[src/program.hex]
// One instruction word per line: opcode[31:27] rd[26:22] rs1[21:17] rs2[16:12] or imm[16:0]
08400007 // ADDI r1, r0, 7
0881FFFD // ADDI r2, r0, -3
00C22000 // ADD r3, r1, r2
C8C00000 // OUT r3
11022000 // SUB r4, r1, r2
C9000000 // OUT r4
19420002 // SUBI r5, r1, 2
218A2000 // MUL r6, r5, r2
C9800000 // OUT r6
D0000000 // NOP
31C24000 // AND r7, r1, r4
C9C00000 // OUT r7
3A024000 // XOR r8, r1, r4
CA000000 // OUT r8
42424000 // OR r9, r1, r4
CA400000 // OUT r9
4A880000 // NOT r10, r4
7AD40000 // SR r11, r10
CAC00000 // OUT r11
83080000 // SL r12, r4
CB000000 // OUT r12
D0000000 // NOP
53441000 // SLT r13, r2, r1
CB400000 // OUT r13
5B822000 // SLET r14, r1, r2
CB800000 // OUT r14
63C22000 // SGT r15, r1, r2
CBC00000 // OUT r15
6C042000 // SGET r16, r2, r2
CC000000 // OUT r16
74422000 // SET r17, r1, r2
CC400000 // OUT r17
B9800005 // STORE r6, [r0 + 5]
09800000 // ADDI r6, r0, 0
B1800005 // LOAD r6, [r0 + 5]
C9800000 // OUT r6
0C800BAD // ADDI r18, r0, 0xBAD marker
A0420027 // BEQ r1, r1, 39
CC800000 // OUT r18 skipped
90000029 // J 41
CC800000 // OUT r18 skipped
A842002B // BNEQ r1, r1, 43
C8400000 // OUT r1
D8000000 // HLT
CC800000 // OUT r18 never reached

[src/logic/cpuPkg.sv]
package cpuPkg;

	localparam int dataWidth = 32;
	localparam int regAddrWidth = 5;
	localparam int romAddrWidth = 8;  // 256 instruction words
	localparam int ramAddrWidth = 8;  // 256 data words
	localparam int shiftAmount = 1;

	// Instruction fields
	localparam int opcodeMsb = 31;
	localparam int opcodeLsb = 27;
	localparam int rdMsb = 26;
	localparam int rdLsb = 22;
	localparam int rs1Msb = 21;
	localparam int rs1Lsb = 17;
	localparam int rs2Msb = 16;
	localparam int rs2Lsb = 12;
	localparam int imm17Width = 17;  // Sign extended
	localparam int imm27Width = 27;  // Jump target, zero extended

	localparam romFile = "/design/src/program.hex";

	// Gaps are the removed DIV, JR, JAL and IN codes
	typedef enum logic [4:0] {
		opAdd = 5'd0, opAddi = 5'd1, opSub = 5'd2, opSubi = 5'd3,
		opMul = 5'd4, opAnd = 5'd6, opXor = 5'd7, opOr = 5'd8,
		opNot = 5'd9, opSlt = 5'd10, opSlet = 5'd11, opSgt = 5'd12,
		opSget = 5'd13, opSet = 5'd14, opSr = 5'd15, opSl = 5'd16,
		opJ = 5'd18, opBeq = 5'd20, opBneq = 5'd21, opLoad = 5'd22,
		opStore = 5'd23, opOut = 5'd25, opNop = 5'd26, opHlt = 5'd27
	} opcodeT;

	typedef enum logic [3:0] {
		aluAdd, aluSub, aluMul, aluAnd,
		aluXor, aluOr, aluNot, aluShr,
		aluShl, aluLt, aluLe, aluGt,
		aluGe, aluEq, aluNe, aluPassB
	} aluOpT;

endpackage

[src/logic/regFile.sv]
`timescale 1ns/1ps

module regFile
	import cpuPkg::*;
(
	input logic clk,
	input logic rstN,
	input logic [regAddrWidth-1:0] rs1,
	input logic [regAddrWidth-1:0] rs2,
	input logic [regAddrWidth-1:0] rd,
	input logic wbEnable,
	input logic [dataWidth-1:0] wbData,
	output logic [dataWidth-1:0] rs1Data,
	output logic [dataWidth-1:0] rs2Data,
	output logic [dataWidth-1:0] rdData
);

	logic [dataWidth-1:0] regs [0:2**regAddrWidth-1];

	// Asynchronous reads, rd port feeds STORE, OUT and branches
	assign rs1Data = regs[rs1];
	assign rs2Data = regs[rs2];
	assign rdData = regs[rd];

	always_ff @(posedge clk)
	begin
		if (!rstN)
		begin
			for (int i = 0; i < 2**regAddrWidth; i++)
				regs[i] <= '0;
		end
		else if (wbEnable)
			regs[rd] <= wbData;
	end

endmodule

[config.mk]
export PLATFORM = sky130hd
export DESIGN_NAME = regFile
export DESIGN_NICKNAME = d
export VERILOG_FILES = /design/src/logic/cpuPkg.sv /design/src/logic/regFile.sv
export SDC_FILE = /design/constraint.sdc
export NUM_CORES = 2
export LEC_CHECK = 0
export BUFFER_PORTS_ARGS = -buffer_cell sky130_fd_sc_hd__buf_2
export CORE_MARGIN = 2
export CORE_UTILIZATION = 29
export CTS_CLUSTER_SIZE = 14
export DETAILED_ROUTE_END_ITERATION = 6
export GPL_ROUTABILITY_DRIVEN = 0
export PLACE_DENSITY = 0.5
export RECOVER_POWER = 100
export SYNTH_ARGS = -nofsm -noshare
export SYNTH_HDL_FRONTEND = slang
export SYNTH_SLANG_ARGS = --single-unit
[constraint.sdc]
create_clock -name clk -period 5.8 [get_ports clk]
set_input_delay 0.29 -clock clk [delete_from_list [all_inputs] [get_ports clk]]
set_output_delay 0.29 -clock clk [all_outputs]
set_load 0.01 [all_outputs]
==> results.cfg <==
[run_status]
violations = capacitance limit, slew limit
status = finished, violations left

[final_layout]
largest_reg_flops = 1024
top_regs = regs (1024)
nets = 5084
largest_register = regs
drive_gt1_share_pct = 11.7
fin_cells = 8006
final_cell_mix = mux2i_1, edfxtp_1, and2_1, and2_0, a22oi_1
synthToLayoutAreaGrowth_pct = 11.1
postLayoutCoreUtil_pct = 32.5

[yosys]
synth_top_area_share_pct = 48.4
yosys_warnings = 0
seq_area_frac_synth_pct = 48.4
ys_types = 34
syn_area_sq_um = 63500
yosysTopAreaCell = edfxtp_1
ys_ff_latch = 1024
postSynthNetCount = 5212
synth.avg_cell_area_sq_um = 12.3
synthTopCellsByArea = edfxtp_1, mux2i_1, and2_1, mux4_2, a22oi_1
syn_inst = 5162

[floorplan]
start_util_pct = 29.2
rows = 171
ioPinCount = 146
core_sq_um = 217000
die_h_microns = 472
die_w_microns = 472
die_area_sq_um = 223000

[setup_path]
crit_family = simple AND/OR/NAND/NOR gates
worst-path-buf-inv = 2
crit_required_ns = 6.43
criticalPathCategory = in -> reg
cp-start-kind = input pin
cp.arrival_ns = 5.48
critical_path.max_fanout = 35
critPathSlowestCell = nor2_1
path_cells = clkbuf_2 -> nand4b_1 -> nor2_1 -> clkbuf_1 -> and2_1
cp-startpoint = rstN
critPathMaxStageDelay_ns = 2.76
critPathCaptureType = register

[global_route]
grt_max_degree = 129
grt_pass1_wl_microns = 385000
grt_pass1_vias = 46100
antenna_found_initial = 50
grtUsageTotal_pct = 24.6
grt_overflow = 0

[power]
switching_share_pct = 28.9
power.switching_mw = 5.64
powerDensity_nw_per_um2 = 277
internal_power_mw = 13.9
power_frac_seq_pct = 45.8
ir_worst_vdd_v = 0.000224
power_leakage_nw = 25.5
combPwrFrac_pct = 15.1
clkPwrFrac_pct = 39.1

[route]
antenna_left = 0
drt-pass1-iter-count = 6
drt_iter0_drc = 6248
wl_microns = 283000
vias = 47800
drc = 0
via_per_inst = 5.97
wl_per_cell_microns = 35.4

[sta]
worst_pin_slew_ns = 3.59
maxSlewHeadroom_pct = -140
max_freq_ghz = 0.206
post-route-min-period_ns = 4.85
finalSetupViolations = 0
rsz0062_at_grt = no
drv_slew = 1368
fin_setup_tns_ns = 0
hold_viol_final = 0
period_share_pct = 83.7

[worst_hold_path]
hold_class = in -> reg
hold_start = wbData[1]

[clock_tree]
cts_resized = 0
cts_sinks = 1024
ctsLongestPathBuffers = 3
root_buffer = clkbuf_16
hold_buffers = 0
cts_setup_buffers = 0
cts_buffers = 117
htreeDepth = 3
clkTransAtPathRegs_ns = 0.06
cts_tree = built

[placement]
portBuffers = 145
dp_cells = 7769
dp_hpwl_microns = 164000

[job]
maxCapViolations = 69
-- layout make-up --
type                       instances  area, sq um
fill                           21600       147000
sequential                      1024        30700
multi-input combinational       3593        30500
tap                             2854         3570
clock buffer                     142         3020
timing repair buffer             298         1930
clock inverter                    73          747
antenna                           22         55.1
-- cell usage after synthesis --
library cell  count
nor3_1           65
nor2_2            6
buf_1            31
mux4_1           37
edfxtp_1       1024
nand4_1          33
nand2b_1          4
mux4_2          219
and3b_1           2
buf_2           101
buf_12            1
a22oi_1         320
clkbuf_2         21
nand2_1         199
o21ai_0          32
or3_1             2
and2_1         1028
nand4b_1          1
nor2_4            2
clkbuf_1        313
a22o_1          128
or3b_2            1
nor2_1           30
nor2b_1           4
nand3b_1          2
buf_6            14
buf_4            64
nor3b_1           1
mux2i_1        1024
nand3_1         193
a21oi_1         192
a31oi_1          64
or2_2             3
and3_1            1
-- through the flow --
step	setup WS, ns	power (mW)	instance area [sq um]	hold slack, ns
after detailed placement	2.03	12.0	67500	0.920
after global routing	1.02	20.0	70500	0.113
after CTS	2.14	19.6	71200	0.0648
final	0.947	19.5	70600	0.125
after global placement	1.97	12.0	67500	0.924
after floorplan	1.97	10.7	63500	0.488
-- metal layers --
metal | GRT usage, % | wire, microns
met4 | 10.1 | 13400
met3 | 5.16 | 27700
met5 | 0 | 107
met2 | 37.6 | 125000
met1 | 33.8 | 117000
-- final timing paths --
kind              cells after the start     endpoint  slack, ns
setup / recovery                      5  regs[21][0]       0.95
hold / removal                        2  regs[31][1]       0.13
-- cells by family (layout without fill, tap and decap cells) --
kind of cell           after synthesis  after routing  share of synthesized area, %
flip-flops                        1024           1024                          48.4
buffers and inverters              545            513                          4.03
multiplexers                      1280           1280                          25.4
AO/OA/AOI/OAI                      736            736                          7.94
other                                0             22                             0
AND/OR/NAND/NOR                   1577           1577                          14.2
-- power groups by stage --
stage	registers (mW)	clock network, mW	logic, mW
final	8.94	7.63	2.95
after global routing	8.97	7.96	3.06
after CTS	8.90	7.71	2.97
after detailed placement	9.05	0	2.96
after global placement	9.04	0	2.95
after floorplan	8.93	0	1.78
Note: power is estimated with default switching activity, not from simulation.
