$ cat src/program.hex
// One instruction word per line: opcode[31:27] rd[26:22] rs1[21:17] rs2[16:12] or imm[16:0]
08400007 // ADDI r1, r0, 7
0881FFFD // ADDI r2, r0, -3
00C22000 // ADD r3, r1, r2
C8C00000 // OUT r3
11022000 // SUB r4, r1, r2
C9000000 // OUT r4
19420002 // SUBI r5, r1, 2
218A2000 // MUL r6, r5, r2
C9800000 // OUT r6
D0000000 // NOP
31C24000 // AND r7, r1, r4
C9C00000 // OUT r7
3A024000 // XOR r8, r1, r4
CA000000 // OUT r8
42424000 // OR r9, r1, r4
CA400000 // OUT r9
4A880000 // NOT r10, r4
7AD40000 // SR r11, r10
CAC00000 // OUT r11
83080000 // SL r12, r4
CB000000 // OUT r12
D0000000 // NOP
53441000 // SLT r13, r2, r1
CB400000 // OUT r13
5B822000 // SLET r14, r1, r2
CB800000 // OUT r14
63C22000 // SGT r15, r1, r2
CBC00000 // OUT r15
6C042000 // SGET r16, r2, r2
CC000000 // OUT r16
74422000 // SET r17, r1, r2
CC400000 // OUT r17
B9800005 // STORE r6, [r0 + 5]
09800000 // ADDI r6, r0, 0
B1800005 // LOAD r6, [r0 + 5]
C9800000 // OUT r6
0C800BAD // ADDI r18, r0, 0xBAD marker
A0420027 // BEQ r1, r1, 39
CC800000 // OUT r18 skipped
90000029 // J 41
CC800000 // OUT r18 skipped
A842002B // BNEQ r1, r1, 43
C8400000 // OUT r1
D8000000 // HLT
CC800000 // OUT r18 never reached

$ cat src/logic/cpuPkg.sv
package cpuPkg;

	localparam int dataWidth = 32;
	localparam int regAddrWidth = 5;
	localparam int romAddrWidth = 8;  // 256 instruction words
	localparam int ramAddrWidth = 8;  // 256 data words
	localparam int shiftAmount = 1;

	// Instruction fields
	localparam int opcodeMsb = 31;
	localparam int opcodeLsb = 27;
	localparam int rdMsb = 26;
	localparam int rdLsb = 22;
	localparam int rs1Msb = 21;
	localparam int rs1Lsb = 17;
	localparam int rs2Msb = 16;
	localparam int rs2Lsb = 12;
	localparam int imm17Width = 17;  // Sign extended
	localparam int imm27Width = 27;  // Jump target, zero extended

	localparam romFile = "/design/src/program.hex";

	// Gaps are the removed DIV, JR, JAL and IN codes
	typedef enum logic [4:0] {
		opAdd = 5'd0, opAddi = 5'd1, opSub = 5'd2, opSubi = 5'd3,
		opMul = 5'd4, opAnd = 5'd6, opXor = 5'd7, opOr = 5'd8,
		opNot = 5'd9, opSlt = 5'd10, opSlet = 5'd11, opSgt = 5'd12,
		opSget = 5'd13, opSet = 5'd14, opSr = 5'd15, opSl = 5'd16,
		opJ = 5'd18, opBeq = 5'd20, opBneq = 5'd21, opLoad = 5'd22,
		opStore = 5'd23, opOut = 5'd25, opNop = 5'd26, opHlt = 5'd27
	} opcodeT;

	typedef enum logic [3:0] {
		aluAdd, aluSub, aluMul, aluAnd,
		aluXor, aluOr, aluNot, aluShr,
		aluShl, aluLt, aluLe, aluGt,
		aluGe, aluEq, aluNe, aluPassB
	} aluOpT;

endpackage

$ cat src/logic/decodeUnit.sv
`timescale 1ns/1ps

module decodeUnit
	import cpuPkg::*;
(
	input logic [dataWidth-1:0] instr,
	output aluOpT aluOp,
	output logic useImm,
	output logic regWrite,
	output logic memWrite,
	output logic memToReg,
	output logic isBranch,
	output logic isJump,
	output logic isOut,
	output logic isHalt,
	output logic [regAddrWidth-1:0] rs1,
	output logic [regAddrWidth-1:0] rs2,
	output logic [regAddrWidth-1:0] rd,
	output logic [dataWidth-1:0] immShort,
	output logic [dataWidth-1:0] jumpTarget
);

	opcodeT op;

	assign op = opcodeT'(instr[opcodeMsb:opcodeLsb]);
	assign rd = instr[rdMsb:rdLsb];
	assign rs1 = instr[rs1Msb:rs1Lsb];
	assign rs2 = instr[rs2Msb:rs2Lsb];

	assign immShort = {{(dataWidth-imm17Width){instr[imm17Width-1]}}, instr[imm17Width-1:0]};
	assign jumpTarget = {{(dataWidth-imm27Width){1'b0}}, instr[imm27Width-1:0]};

	always_comb
	begin
		// NOP controls unless the opcode says otherwise
		aluOp = aluAdd;
		useImm = 1'b0;
		regWrite = 1'b0;
		memWrite = 1'b0;
		memToReg = 1'b0;
		isBranch = 1'b0;
		isJump = 1'b0;
		isOut = 1'b0;
		isHalt = 1'b0;
		case (op)
			opAdd: begin aluOp = aluAdd; regWrite = 1'b1; end
			opAddi: begin aluOp = aluAdd; useImm = 1'b1; regWrite = 1'b1; end
			opSub: begin aluOp = aluSub; regWrite = 1'b1; end
			opSubi: begin aluOp = aluSub; useImm = 1'b1; regWrite = 1'b1; end
			opMul: begin aluOp = aluMul; regWrite = 1'b1; end
			opAnd: begin aluOp = aluAnd; regWrite = 1'b1; end
			opXor: begin aluOp = aluXor; regWrite = 1'b1; end
			opOr: begin aluOp = aluOr; regWrite = 1'b1; end
			opNot: begin aluOp = aluNot; regWrite = 1'b1; end
			opSlt: begin aluOp = aluLt; regWrite = 1'b1; end
			opSlet: begin aluOp = aluLe; regWrite = 1'b1; end
			opSgt: begin aluOp = aluGt; regWrite = 1'b1; end
			opSget: begin aluOp = aluGe; regWrite = 1'b1; end
			opSet: begin aluOp = aluEq; regWrite = 1'b1; end
			opSr: begin aluOp = aluShr; regWrite = 1'b1; end
			opSl: begin aluOp = aluShl; regWrite = 1'b1; end
			opJ: isJump = 1'b1;
			opBeq: begin aluOp = aluEq; isBranch = 1'b1; end
			opBneq: begin aluOp = aluNe; isBranch = 1'b1; end
			opLoad: begin useImm = 1'b1; regWrite = 1'b1; memToReg = 1'b1; end  // rs1 + imm
			opStore: begin useImm = 1'b1; memWrite = 1'b1; end
			opOut: begin aluOp = aluPassB; isOut = 1'b1; end
			opHlt: isHalt = 1'b1;
			default: ;  // NOP and undefined codes
		endcase
	end

endmodule

$ cat config.mk
export PLATFORM = sky130hd
export DESIGN_NAME = decodeUnit
export DESIGN_NICKNAME = d
export VERILOG_FILES = /design/src/logic/cpuPkg.sv /design/src/logic/decodeUnit.sv
export SDC_FILE = /design/constraint.sdc
export NUM_CORES = 1
export LEC_CHECK = 0
export ABC_AREA = 1
export BUFFER_PORTS_ARGS = -buffer_cell sky130_fd_sc_hd__buf_2
export CAP_MARGIN = 30
export CORE_ASPECT_RATIO = 0.6
export CORE_MARGIN = 3
export CORE_UTILIZATION = 36
export DETAILED_ROUTE_END_ITERATION = 6
export PLACE_DENSITY = 0.95
export SETUP_SLACK_MARGIN = 0.2
export SLEW_MARGIN = 20
export SYNTH_ARGS = -nofsm -noshare
export SYNTH_HDL_FRONTEND = slang
export SYNTH_SLANG_ARGS = --single-unit
$ cat constraint.sdc
create_clock -name vclk -period 1.1
set_input_delay 0 -clock vclk [all_inputs]
set_output_delay 0 -clock vclk [all_outputs]
set_load 0.05 [all_outputs]
==> results.tsv <==
metric	value	unit
Port Buffers	17	
initial antenna violation count	0	
Post-DP HPWL	1450	µm
Critical Path Start Type	primary input	
RSZ-0062 raised after global routing	yes	
register area share after synthesis	0	
Starting Density	0.409	
Cells after Synth	158	
Post-route DRC	0	
layout cells sized above 1	0.649	
Antenna Cells	0	
fin cells	141	
final setup vio count	0	
Crit Path Category	primary input to primary output	
Worst Path Arrival	0.94	ns
endpoint class of the critical path	primary output	
Die Wd	72.6	µm
Final Total Pwr	0.000455	W
pins over their slew limit	0	
status	finished, final reports clean	
GRT Overall Usage	0.117	
Layout area overhead	-9.27	%
largest net degree at the start of global routing	19	
Row Count	13	
drt wl/cell	14.7	µm
synth warn	0	
first-pass GRT wire length	3120	µm
GPL Wtd Cong	0.989	
Placed Cells	140	
grt ovf	0	
Top-Level Pins	123	
clock buffers	0	
DIE AREA	0.00334	mm²
vias in the first global route	677	
post-synthesis cell area	958	µm²
drt initial violations	12	
num sequential	0	
commonest non-fill, non-tap cells in the layout	buf_4 (13), nand2_1 (11), nor2_1 (10)	
final hold vios	0	
final wirelength	2070	µm
router iterations before antenna repair	4	
Final Cycle Share	0.856	
worst setup path start	instr[28]	
Tmin final	0.942	ns
final core occ	0.371	
f_max	1.06	GHz
largest fanout on the critical path	7	
die height	46.0	µm
Via Count	682	
worst hold-check path type	primary input to primary output	
Hold WS	0.0000281	ns
final antenna-violating net count	0	
Nets	145	
filler cell count	257	
Core Footprint	0.00234	mm²
pwr dens	523	mW/mm²
Max-Cap Viols	0	
Hold Buf Count CTS	0	
Peak VDD IR	0.157	mV
vias per cell	4.84	
setup TNS	0	ns
WP data required	1.10	ns
synthesized area per cell	6.07	µm²
Yosys cell types	16	
hold wc startpoint	instr[25]	
register area	0	µm²
Leak	0.432	nW
commonest non-fill, non-tap cell in the layout	buf_4	
layout make-up:
type                            instances  area (µm²)  share of cell area
Multi-Input combinational cell         72         503               0.578
Timing Repair Buffer                   30         285               0.328
Tap cell                               30        37.5              0.0432
Inverter                                9        43.8              0.0504
power breakdown:
group | switching (W) | leakage (nW) | internal (W)
registers | 0 | 0 | 0
clock network | 0 | 0 | 0
logic | 0.000294 | 0.432 | 0.000161
total | 0.000294 | 0.432 | 0.000161
kinds of logic after synthesis:
family / count (synthesis) / share of synthesized area
compound gates: 2 / 0.0117
buf+inv: 90 / 0.674
other cells: 1 / 0.00391
simple gates: 65 / 0.311
synth_stat cells, drive strengths merged:
master | n | area (µm²)
buf | 81 | 612
conb | 1 | 3.75
inv | 9 | 33.8
nand2 | 19 | 71.3
nand3 | 15 | 80.1
nand3b | 2 | 15.0
nor2 | 24 | 100
nor3 | 4 | 25.0
nor4 | 1 | 6.26
o21ai | 1 | 5.00
o22ai | 1 | 6.26
metrics by stage:
stage | setup slack, ns | area (µm²)
after global placement | -0.145 | 618
final | 0.158 | 870
after detailed placement | -0.0343 | 618
after global routing | 0.0761 | 870
after floorplan | 0.0655 | 1030
after CTS | 0.184 | 774
repair_timing:
action,in CTS,in global routing
endpoints found under the hold margin,0,0
setup buffers,1,0
setup endpoints to repair,10,11
pin swaps,9,6
resized for setup,47,24
critical path, stage by stage:
cell and delay, ns:
buf_12 0.12, nor4_2 0.41, nor2_2 0.11, nand3b_1 0.13, buf_6 0.17
layer usage:
layer  track usage  vias up  wire length (µm)
met5             0        -                 0
met4        0.0441        0                42
met3        0.0573        6               246
met2         0.179       57               931
met1         0.142      304               847
li1              -      315                 -
path summary, 6_finish.rpt:
check | slack [ns] | end | cells after the start
hold / removal | 0.00003 | jumpTarget[25] | 0
setup / recovery | 0.16 | aluOp[3] | 5
(Power assumes the default switching activity.)
